$ cat src/hw/lsu_cfg.svh
`ifndef LSU_CFG_SVH
`define LSU_CFG_SVH

// Width of one store data word in bits
`define LSU_DATA_WIDTH  32
// Byte address width seen by the load/store unit
`define LSU_ADDR_WIDTH  32
// Reorder buffer tag width, enough to name every instruction in flight
`define LSU_TAG_WIDTH   6

// Number of store queue slots
`define LSU_SQ_DEPTH    8
// Number of one-word lines in the data cache
`define LSU_DC_LINES    16
// Number of miss holding queue entries
`define LSU_MSHQ_DEPTH  4

`endif

$ cat src/hw/lsu_pkg.sv
`default_nettype none

`include "lsu_cfg.svh"

package lsu_pkg;

    // One store data word as held in a slot, a cache line or a miss entry
    typedef logic [`LSU_DATA_WIDTH-1:0] data_t;

    // Byte address of a store
    typedef logic [`LSU_ADDR_WIDTH-1:0] addr_t;

    // Reorder buffer tag used to retire a store
    typedef logic [`LSU_TAG_WIDTH-1:0] tag_t;

    // Byte enables, bit n enables byte n of the data word
    typedef logic [`LSU_DATA_WIDTH/8-1:0] strb_t;

    // Index of a store queue slot
    typedef logic [$clog2(`LSU_SQ_DEPTH)-1:0] sq_idx_t;

endpackage

`default_nettype wire

$ cat src/hw/sq_retire_if.sv
`timescale 1ns/1ps
`default_nettype none

interface sq_retire_if import lsu_pkg::*; ();

    // Tag of the store the reorder buffer wants to retire
    tag_t tag;
    // Retire request, held together with tag while stall is high
    logic en;
    // Raised by the store queue when the retiring store cannot be taken
    logic stall;

    // Reorder buffer side
    modport source (output tag, output en, input stall);

    // Store queue side
    modport sink (input tag, input en, output stall);

endinterface

`default_nettype wire

$ cat src/hw/sq_commit_if.sv
`timescale 1ns/1ps
`default_nettype none

interface sq_commit_if import lsu_pkg::*; ();

    // Address, data and byte enables of the store being retired
    addr_t addr;
    data_t data;
    strb_t strb;
    // Cache lookup result for addr, as seen by the store queue
    logic  hit;
    // A valid slot matches the retire tag this cycle
    logic  en;
    // The retire completes at the next edge
    logic  done;

    // Store queue drives the retiring store
    modport src (output addr, output data, output strb, output hit, output en, output done);

    // Cache and miss queue consume it
    modport dst (input addr, input data, input strb, input hit, input en, input done);

endinterface

`default_nettype wire

$ cat src/hw/lsu_sq.sv
`timescale 1ns/1ps
`default_nettype none

`include "lsu_cfg.svh"

module lsu_sq import lsu_pkg::*; (
    input  wire logic   clk,
    input  wire logic   n_rst,

    input  wire logic   i_flush,
    output logic        o_full,

    // New store from issue
    input  wire logic   i_alloc_en,
    input  wire addr_t  i_alloc_addr,
    input  wire data_t  i_alloc_data,
    input  wire strb_t  i_alloc_strb,
    input  wire tag_t   i_alloc_tag,

    // Cache lookup on the commit address and miss queue occupancy
    input  wire logic   i_lookup_hit,
    input  wire logic   i_mshq_full,

    sq_retire_if.sink   retire,
    sq_commit_if.src    commit
);

    localparam int DEPTH = `LSU_SQ_DEPTH;

    // Slot payload, written only when the slot is allocated
    addr_t slot_addr [DEPTH];
    data_t slot_data [DEPTH];
    strb_t slot_strb [DEPTH];
    tag_t  slot_tag  [DEPTH];

    logic [DEPTH-1:0] slot_valid;
    logic [DEPTH-1:0] free_vec;
    logic [DEPTH-1:0] alloc_sel;
    logic [DEPTH-1:0] retire_sel;
    sq_idx_t          retire_slot;
    logic             allocating;

    // Lowest free slot as a one-hot vector
    assign free_vec   = ~slot_valid;
    assign alloc_sel  = free_vec & ~(free_vec - 1'b1);
    assign o_full     = ~|free_vec;
    // An alloc while full is dropped
    assign allocating = i_alloc_en && !o_full;

    // At most one valid slot carries the retiring tag
    always_comb begin
        for (int i = 0; i < DEPTH; i++) begin
            retire_sel[i] = slot_valid[i] && (slot_tag[i] == retire.tag);
        end
    end

    // One-hot match to slot number
    always_comb begin
        retire_slot = '0;
        for (int i = 0; i < DEPTH; i++) begin
            if (retire_sel[i]) begin
                retire_slot = sq_idx_t'(i);
            end
        end
    end

    // Retiring store goes out to the cache and the miss queue
    assign commit.addr = slot_addr[retire_slot];
    assign commit.data = slot_data[retire_slot];
    assign commit.strb = slot_strb[retire_slot];
    assign commit.hit  = i_lookup_hit;
    // A retire of a tag with no valid slot writes nothing
    assign commit.en   = retire.en && |retire_sel;

    // Only a miss needs a miss queue entry, so a hit never stalls
    assign retire.stall = commit.en && !i_lookup_hit && i_mshq_full;
    assign commit.done  = commit.en && !retire.stall;

    // Flush beats both alloc and retire
    always_ff @(posedge clk or negedge n_rst) begin
        if (!n_rst) begin
            slot_valid <= '0;
        end else if (i_flush) begin
            slot_valid <= '0;
        end else begin
            for (int i = 0; i < DEPTH; i++) begin
                if (allocating && alloc_sel[i]) begin
                    slot_valid[i] <= 1'b1;
                end else if (commit.done && retire_sel[i]) begin
                    slot_valid[i] <= 1'b0;
                end
            end
        end
    end

    // Capture the new store into its slot
    always_ff @(posedge clk) begin
        for (int i = 0; i < DEPTH; i++) begin
            if (allocating && alloc_sel[i]) begin
                slot_addr[i] <= i_alloc_addr;
                slot_data[i] <= i_alloc_data;
                slot_strb[i] <= i_alloc_strb;
                slot_tag[i]  <= i_alloc_tag;
            end
        end
    end

endmodule

`default_nettype wire

$ cat src/hw/lsu_dcache.sv
`timescale 1ns/1ps
`default_nettype none

`include "lsu_cfg.svh"

module lsu_dcache import lsu_pkg::*; (
    input  wire logic   clk,
    input  wire logic   n_rst,

    sq_commit_if.dst    commit,
    output logic        o_lookup_hit,

    // Line install, data comes up as zero
    input  wire logic   i_fill_en,
    input  wire addr_t  i_fill_addr,

    // Combinational read port
    input  wire addr_t  i_rd_addr,
    output data_t       o_rd_data,
    output logic        o_rd_valid
);

    localparam int LINES = `LSU_DC_LINES;
    localparam int IDX_W = $clog2(LINES);
    localparam int TAG_W = `LSU_ADDR_WIDTH - IDX_W - 2;
    localparam int BYTES = `LSU_DATA_WIDTH / 8;

    logic [TAG_W-1:0] line_tag  [LINES];
    data_t            line_data [LINES];
    logic [LINES-1:0] line_valid;

    logic [IDX_W-1:0] wr_idx;
    logic [IDX_W-1:0] fill_idx;
    logic [IDX_W-1:0] rd_idx;
    logic [TAG_W-1:0] wr_tag;
    logic [TAG_W-1:0] fill_tag;
    logic [TAG_W-1:0] rd_tag;
    logic             store_wr;

    // Word address bits select the line, the rest form the tag
    assign wr_idx   = commit.addr[IDX_W+1:2];
    assign wr_tag   = commit.addr[`LSU_ADDR_WIDTH-1:IDX_W+2];
    assign fill_idx = i_fill_addr[IDX_W+1:2];
    assign fill_tag = i_fill_addr[`LSU_ADDR_WIDTH-1:IDX_W+2];
    assign rd_idx   = i_rd_addr[IDX_W+1:2];
    assign rd_tag   = i_rd_addr[`LSU_ADDR_WIDTH-1:IDX_W+2];

    // Lookup for the retiring store
    assign o_lookup_hit = line_valid[wr_idx] && (line_tag[wr_idx] == wr_tag);

    assign o_rd_valid = line_valid[rd_idx] && (line_tag[rd_idx] == rd_tag);
    assign o_rd_data  = line_data[rd_idx];

    // A fill to the same line wins over the store write
    assign store_wr = commit.done && commit.hit && !(i_fill_en && (fill_idx == wr_idx));

    always_ff @(posedge clk or negedge n_rst) begin
        if (!n_rst) begin
            line_valid <= '0;
        end else if (i_fill_en) begin
            line_valid[fill_idx] <= 1'b1;
        end
    end

    // Tag and data arrays
    always_ff @(posedge clk) begin
        if (i_fill_en) begin
            line_tag[fill_idx]  <= fill_tag;
            line_data[fill_idx] <= '0;
        end
        // Only the enabled bytes of the line change
        if (store_wr) begin
            for (int b = 0; b < BYTES; b++) begin
                if (commit.strb[b]) begin
                    line_data[wr_idx][8*b +: 8] <= commit.data[8*b +: 8];
                end
            end
        end
    end

endmodule

`default_nettype wire

$ cat src/hw/lsu_mshq.sv
`timescale 1ns/1ps
`default_nettype none

`include "lsu_cfg.svh"

module lsu_mshq import lsu_pkg::*; (
    input  wire logic   clk,
    input  wire logic   n_rst,

    sq_commit_if.dst    commit,
    output logic        o_full,

    // Write channel toward memory
    output logic        o_mem_valid,
    output addr_t       o_mem_addr,
    output data_t       o_mem_data,
    output strb_t       o_mem_strb,
    input  wire logic   i_mem_ready
);

    localparam int DEPTH = `LSU_MSHQ_DEPTH;
    localparam int PTR_W = $clog2(DEPTH);
    localparam int BYTES = `LSU_DATA_WIDTH / 8;

    addr_t ent_addr [DEPTH];
    data_t ent_data [DEPTH];
    strb_t ent_strb [DEPTH];

    logic [DEPTH-1:0] ent_valid;
    logic [PTR_W-1:0] head;
    logic [PTR_W-1:0] tail;
    logic [PTR_W-1:0] merge_idx;
    logic             merge_hit;
    logic             miss_take;
    logic             mem_xfer;
    addr_t            miss_addr;

    function automatic logic [PTR_W-1:0] next_ptr(input logic [PTR_W-1:0] p);
        return (p == PTR_W'(DEPTH - 1)) ? '0 : p + 1'b1;
    endfunction

    // Entries are kept by word address
    assign miss_addr = {commit.addr[`LSU_ADDR_WIDTH-1:2], 2'b00};
    assign miss_take = commit.done && !commit.hit;

    assign o_full      = &ent_valid;
    // Head entry sits on the bus until memory takes it
    assign o_mem_valid = ent_valid[head];
    assign o_mem_addr  = ent_addr[head];
    assign o_mem_data  = ent_data[head];
    assign o_mem_strb  = ent_strb[head];
    assign mem_xfer    = o_mem_valid && i_mem_ready;

    // Look for a waiting entry with the same word, skipping the head
    always_comb begin
        merge_hit = 1'b0;
        merge_idx = '0;
        for (int i = 0; i < DEPTH; i++) begin
            if (ent_valid[i] && (PTR_W'(i) != head) && (ent_addr[i] == miss_addr)) begin
                merge_hit = 1'b1;
                merge_idx = PTR_W'(i);
            end
        end
    end

    always_ff @(posedge clk or negedge n_rst) begin
        if (!n_rst) begin
            ent_valid <= '0;
            head      <= '0;
            tail      <= '0;
        end else begin
            if (mem_xfer) begin
                ent_valid[head] <= 1'b0;
                head            <= next_ptr(head);
            end
            // Stall upstream keeps this from running into a full queue
            if (miss_take && !merge_hit) begin
                ent_valid[tail] <= 1'b1;
                tail            <= next_ptr(tail);
            end
        end
    end

    always_ff @(posedge clk) begin
        if (miss_take && merge_hit) begin
            for (int b = 0; b < BYTES; b++) begin
                if (commit.strb[b]) begin
                    ent_data[merge_idx][8*b +: 8] <= commit.data[8*b +: 8];
                end
            end
            ent_strb[merge_idx] <= ent_strb[merge_idx] | commit.strb;
        end else if (miss_take) begin
            ent_addr[tail] <= miss_addr;
            ent_data[tail] <= commit.data;
            ent_strb[tail] <= commit.strb;
        end
    end

endmodule

`default_nettype wire

$ cat src/hw/lsu_store_top.sv
`timescale 1ns/1ps
`default_nettype none

module lsu_store_top import lsu_pkg::*; (
    input  wire logic   clk,
    input  wire logic   n_rst,

    input  wire logic   i_flush,
    output logic        o_full,

    // Store allocation at issue
    input  wire logic   i_alloc_en,
    input  wire addr_t  i_alloc_addr,
    input  wire data_t  i_alloc_data,
    input  wire strb_t  i_alloc_strb,
    input  wire tag_t   i_alloc_tag,

    // Retire from the reorder buffer
    input  wire logic   i_retire_en,
    input  wire tag_t   i_retire_tag,
    output logic        o_retire_stall,

    // Cache fill and read
    input  wire logic   i_fill_en,
    input  wire addr_t  i_fill_addr,
    input  wire addr_t  i_rd_addr,
    output data_t       o_rd_data,
    output logic        o_rd_valid,

    // Memory write channel
    output logic        o_mem_valid,
    output addr_t       o_mem_addr,
    output data_t       o_mem_data,
    output strb_t       o_mem_strb,
    input  wire logic   i_mem_ready
);

    logic lookup_hit;
    logic mshq_full;

    sq_retire_if retire ();
    sq_commit_if commit ();

    // Reorder buffer side of the retire channel
    assign retire.en      = i_retire_en;
    assign retire.tag     = i_retire_tag;
    assign o_retire_stall = retire.stall;

    lsu_sq i_sq (
        .clk, .n_rst, .i_flush, .o_full,
        .i_alloc_en, .i_alloc_addr, .i_alloc_data, .i_alloc_strb, .i_alloc_tag,
        .i_lookup_hit (lookup_hit),
        .i_mshq_full  (mshq_full),
        .retire       (retire.sink),
        .commit       (commit.src)
    );

    lsu_dcache i_dcache (
        .clk, .n_rst,
        .commit       (commit.dst),
        .o_lookup_hit (lookup_hit),
        .i_fill_en, .i_fill_addr, .i_rd_addr, .o_rd_data, .o_rd_valid
    );

    lsu_mshq i_mshq (
        .clk, .n_rst,
        .commit       (commit.dst),
        .o_full       (mshq_full),
        .o_mem_valid, .o_mem_addr, .o_mem_data, .o_mem_strb, .i_mem_ready
    );

endmodule

`default_nettype wire

$ cat config.mk
export PLATFORM = sky130hd
export DESIGN_NAME = lsu_store_top
export DESIGN_NICKNAME = d
export VERILOG_FILES = /design/src/hw/lsu_pkg.sv /design/src/hw/sq_retire_if.sv /design/src/hw/sq_commit_if.sv /design/src/hw/lsu_sq.sv /design/src/hw/lsu_dcache.sv /design/src/hw/lsu_mshq.sv /design/src/hw/lsu_store_top.sv
export VERILOG_INCLUDE_DIRS = /design/src /design/src/hw
export SDC_FILE = /design/constraint.sdc
export NUM_CORES = 2
export LEC_CHECK = 0
export ABC_CLOCK_PERIOD_IN_PS = 12600
export BUFFER_PORTS_ARGS = -buffer_cell sky130_fd_sc_hd__buf_2
export CORE_ASPECT_RATIO = 2
export CORE_MARGIN = 5
export CORE_UTILIZATION = 52
export CTS_CLUSTER_DIAMETER = 50
export DETAILED_ROUTE_END_ITERATION = 7
export PLACE_DENSITY = 0.72
export SLEW_MARGIN = 40
export SYNTH_ARGS = -nofsm -noshare
export SYNTH_HDL_FRONTEND = slang
export SYNTH_SLANG_ARGS = --single-unit
$ cat constraint.sdc
create_clock -name clk -period 12.6 [get_ports clk]
set_input_delay 0.63 -clock clk [delete_from_list [all_inputs] [get_ports clk]]
set_output_delay 0.63 -clock clk [all_outputs]
set_load 0.03 [all_outputs]
==> flow_results.org <==
** STA
- Once routing completed, OpenROAD measured the worst setup slack at 3.85 ns.
- The final max-slew violation count came to 0.
- Relative slew margins :: 37.2%
- Between clock sinks in the finished design, the worst skew comes to 0.0599 ns.
- Dividing the final minimum period by the clock period gives 69.5%.
- Setup Total Neg Slack :: 0 ns
- WHS :: 0.0816 ns
- Setup repair after global routing left no endpoint under its margin.
- The clock period could shrink to 8.75 ns.
- Setup violations remaining at the end of the flow were counted as 0.
- For the pin with the worst max-slew slack, the measured transition is 0.934 ns.
- Final hold viol count :: 0
- Timing would allow up to ~0.11 GHz.

** Pwr
- For this design the total switching power over the nets is 3.20 mW.
- Fraction of power consumed by the clock network :: 37.4%
- Per report_power, the combinational group accounts for 11.3% of the total.
- In this run, flip-flops and latches consume between 50 and 60% of the power.
- Worst vdd ir :: ~0.14 mV
- Cell Pwr Density :: 144 nW/µm²
- In this run switching power makes up 24.5% of total power.
- Summed over all cells, the static leakage comes to 31.4 nW.
- Internal Power :: slightly below 10 mW

** Cells and area
- The post-route netlist has about 20% of its cells at a drive strength greater than 1.
- The area growth from synthesis to layout is 11.8%.
- The net count of the finished layout is 5,700.

** CTS
- Number of buffers added by the clock tree synthesis step :: 160
- Clock transition at the register clock pins on the worst setup and hold paths after CTS :: 0.07 ns
- CTS tree :: yes
- Insertion delay of the later-clocked pin in the worst-skew pair :: 0.82 ns
- Post-CTS setup buffer count :: 0
- Cts-stage hold buffer count :: 1
- After clock tree synthesis, the repair step resized 0 gates.
- Clock sink count :: 1,800
- Root Buffer Master :: sky130_fd_sc_hd__clkbuf_16
- The longest clock path from root to sink contains 4 buffers.
- The H-tree generated during clock tree synthesis spans 4 levels.

** Outcome
- The checks that failed: design-rule violations.
- The run finished, with violations left.

** Drt
- Wires add up to between 200,000 and 250,000 µm.
- The first detailed-routing pass ran for 8 iterations.
- Antenna-violating nets left :: 0
- In the final routed layout, each cell accounts on average for just over 30 µm.
- Via total after detailed routing :: 49.7k
- In the routed design, unresolved DRC markers number 3.
- Using the TritonRoute via totals, the vias-per-cell ratio works out to approximately 6.4.
- Number of DRC markers in iteration 0 :: 5,639

** Hold path
- Counting instances, the worst hold path has a depth of 1.
- The startpoint identified for the worst hold timing path is i_alloc_data[25].
- Worst hold path class :: primary input to register
- The path with the worst hold slack has its endpoint at i_sq.slot_data[2][25].

** GRT
- The initial antenna violation count came to 35.
- Tot GR Track Use :: 28.4%
- The number of global-route vias before repair was between 50k and 60k.
- Largest net degree at the start of global routing :: 129
- The first global-routing pass estimated approximately 340,000 µm of wire.
- After global routing the overflow that remains totals 0.

** Critical path
- Number of cells on the critical path :: 18
- Critical path required time :: 13.01 ns
- Cells traversed along the worst timing path :: xnor2_1 > nand4_1 > or4_4 > a211o_2 > a21oi_4 > mux2i_1 > and2_4 > buf_4 > nand2_1 > o221ai_1 > a31oi_1 > nor4_1 > xnor2_1 > nor4_2 > nand4_4 > buf_12 > nor3_4 > a21o_1
- At the worst endpoint, the arrival time is 9.16 ns.
- The worst register-to-register path has a setup slack of 3.85 ns.
- In this run the critical register-to-register path is launched from i_sq.slot_tag[0][16].
- On the critical path, the stage with the largest delay is an instance of sky130_fd_sc_hd__mux2i_1.
- Broken down by cell family, the worst path's largest delay share belongs to simple AND/OR/NAND/NOR gates.
- Sort of element at the start of the critical path :: register
- The number of buffers and inverters on the critical path is 2.
- Endpoint type of the worst setup path :: register
- The critical path in this run is classified as register to register.
- Maximum fanout along the worst path :: 47
- The largest single stage delay on the critical path is 0.73 ns.
- Crit Reg-Reg Endpoint :: i_dcache.line_data[11][12]
- FF-to-FF path depth :: 18
- Cell seen most often among critical-path stages :: sky130_fd_sc_hd__xnor2_1

** Die
- FP Rows :: 204
- The die covers 164,000 µm².
- Y dimension of the die :: 568 µm
- The initial utilization of the core area, before any placement, comes to 52.3%.
- The die is 289 µm wide.
- IO Count :: around 260
- The core region is 155,000 µm².

** Synthesis
- For this run, the register share of the synthesized area comes to 66.6%.
- Counting every instance in the synthesized netlist gives 5,299.
- The most used flip-flop cell after synthesis is sky130_fd_sc_hd__edfxtp_1.
- Summed instance area of the synthesized netlist :: 80,900 µm²
- Number of enable-type register cells in the synthesized netlist :: 1,768
- Count of state elements after synthesis :: roughly 1.8k
- Counting distinct cell types in the post-synthesis netlist gives just over 90.
- Yosys warning total :: 0
- Counting flops with an async set or reset pin after synthesis yields a share of 1.78%.
- Each instance of the synthesized netlist takes up on average between 15 and 20 µm².

** Job
- Across the run, the number of max-cap violations was 0.

** Placement
- Routability-driven placement finished with a final weighted congestion of 1.01.
- Setup slack after placement :: 3.55 ns
- Detailed placement finished with a half-perimeter wire length of 158,000 µm.
- Input and output buffers added on the ports amount to ~250.
## layer usage
metal	GRT usage (%)	up-vias	routed length [µm]
met3	4.72	739	19100
met1	33.2	25281	78900
met2	49.3	2572	122000
met4	16.3	20	16400
li1	-	21071	-
met5	0	-	112
## per-stage QoR
step,util (%),total power [mW],std cells,cell area [µm²]
3_5_place_dp,55.1,8.29,7430,85200
6_report,58.5,13.0,7741,90400
2_1_floorplan,-,7.72,5300,80900
4_1_cts,58.4,13.1,7713,90300
5_1_grt,58.4,13.4,7725,90400
3_3_place_gp,54.9,8.26,7417,84900
## cells in the final DEF, fill, tap and decap left out, types with 29 or more instances in the layout
master,n
sky130_fd_sc_hd__inv_1,49
sky130_fd_sc_hd__a21oi_1,119
sky130_fd_sc_hd__nor2b_1,149
sky130_fd_sc_hd__a21o_1,72
sky130_fd_sc_hd__mux4_2,362
sky130_fd_sc_hd__a211oi_1,33
sky130_fd_sc_hd__mux2i_1,118
sky130_fd_sc_hd__nor2_1,61
sky130_fd_sc_hd__o21ai_0,51
sky130_fd_sc_hd__and2_1,415
sky130_fd_sc_hd__xnor2_1,109
sky130_fd_sc_hd__edfxtp_1,1768
sky130_fd_sc_hd__nor4_1,60
sky130_fd_sc_hd__dfrtp_1,30
sky130_fd_sc_hd__nor3_1,35
sky130_fd_sc_hd__clkbuf_16,163
sky130_fd_sc_hd__buf_4,133
sky130_fd_sc_hd__nand2_1,585
sky130_fd_sc_hd__nand3_1,230
sky130_fd_sc_hd__and3_1,128
sky130_fd_sc_hd__clkinv_2,29
sky130_fd_sc_hd__nand4_1,58
sky130_fd_sc_hd__a311oi_1,30
sky130_fd_sc_hd__xor2_1,42
sky130_fd_sc_hd__clkinv_1,33
sky130_fd_sc_hd__buf_2,243
## worst register-to-register path, delay by kind of cell, from the launching register on
family / cells / cell delay [ns]
AO/OA/AOI/OAI: 5 / 1.96
flip-flops: 1 / 0.40
buffers and inverters: 2 / 1.05
XOR/XNOR: 2 / 0.35
multiplexers: 1 / 0.74
AND/OR/NAND/NOR: 8 / 3.85
## state kept, by name, summed over array words and instances (netlist names)
| signal | count |
|---|---|
| i_sq.slot_tag | 48 |
| i_mshq.ent_strb | 16 |
| i_dcache.line_tag | 416 |
| i_sq.slot_addr | 240 |
| i_mshq.ent_addr | 120 |
| i_mshq.ent_valid | 4 |
| i_mshq.head | 2 |
| i_mshq.ent_data | 128 |
| i_sq.slot_strb | 32 |
| i_mshq.tail | 2 |
| i_dcache.line_valid | 16 |
| i_sq.slot_data | 256 |
| i_sq.slot_valid | 8 |
| i_dcache.line_data | 512 |
## worst max path at each step
stage | from | to | slack, ns
after CTS | i_sq.slot_tag[0][16] | i_dcache.line_data[11][12] | 3.97
after global placement | i_retire_tag[5] | i_mshq.ent_data[1][28] | 3.11
after detailed placement | i_retire_tag[2] | i_dcache.line_data[11][10] | 3.55
after global routing | i_sq.slot_tag[0][16] | i_dcache.line_data[10][13] | 3.54
final | i_sq.slot_tag[0][16] | i_dcache.line_data[11][12] | 3.85
after floorplan | i_retire_tag[0] | i_mshq.ent_addr[0][0] | 5.84
## power by group through the flow
stage | combinational (mW) | clock (mW) | sequential (mW)
6_report | 1.47 | 4.87 | 6.70
5_1_grt | 1.53 | 5.14 | 6.70
4_1_cts | 1.44 | 4.92 | 6.72
3_5_place_dp | 1.44 | 0 | 6.85
3_3_place_gp | 1.42 | 0 | 6.85
2_1_floorplan | 0.932 | 0 | 6.79
## cells by family (layout without fill, tap and decap cells)
kind of cell / count (synthesis) / count (layout) / synth area share (%)
simple gates: 1880 / 1880 / 12.6
flops: 1800 / 1800 / 66.6
compound gates: 566 / 566 / 5.11
mux: 507 / 507 / 11.9
buf+inv: 385 / 746 / 2.00
xor+xnor: 152 / 152 / 1.65
fa+ha+maj: 8 / 8 / 0.124
other cells: 1 / 22 / 0.00464
## final cells by class
cell class	count	area [µm²]
flip-flops and latches	1800	53900
clock inverters	96	915
fillers	11747	64200
well taps	2060	2580
inverters	52	203
diodes	20	50.0
clock buffers	186	4170
repair buffers	412	2680
multi-input cells	3115	25900
## cells in the mapped netlist (60+ instances only)
library cell / n / area [µm²]
sky130_fd_sc_hd__a21o_1: 72 / 541
sky130_fd_sc_hd__a21oi_1: 119 / 596
sky130_fd_sc_hd__and2_1: 416 / 2600
sky130_fd_sc_hd__and3_1: 128 / 801
sky130_fd_sc_hd__buf_1: 61 / 229
sky130_fd_sc_hd__buf_2: 76 / 380
sky130_fd_sc_hd__clkbuf_1: 179 / 672
sky130_fd_sc_hd__edfxtp_1: 1768 / 53100
sky130_fd_sc_hd__mux2i_1: 118 / 1180
sky130_fd_sc_hd__mux4_2: 362 / 8150
sky130_fd_sc_hd__nand2_1: 585 / 2200
sky130_fd_sc_hd__nand3_1: 231 / 1160
sky130_fd_sc_hd__nor2_1: 88 / 330
sky130_fd_sc_hd__nor2b_1: 152 / 951
sky130_fd_sc_hd__nor4_1: 69 / 432
sky130_fd_sc_hd__o21ai_0: 60 / 300
sky130_fd_sc_hd__xnor2_1: 110 / 963
Power figures use the tool's default switching activity.
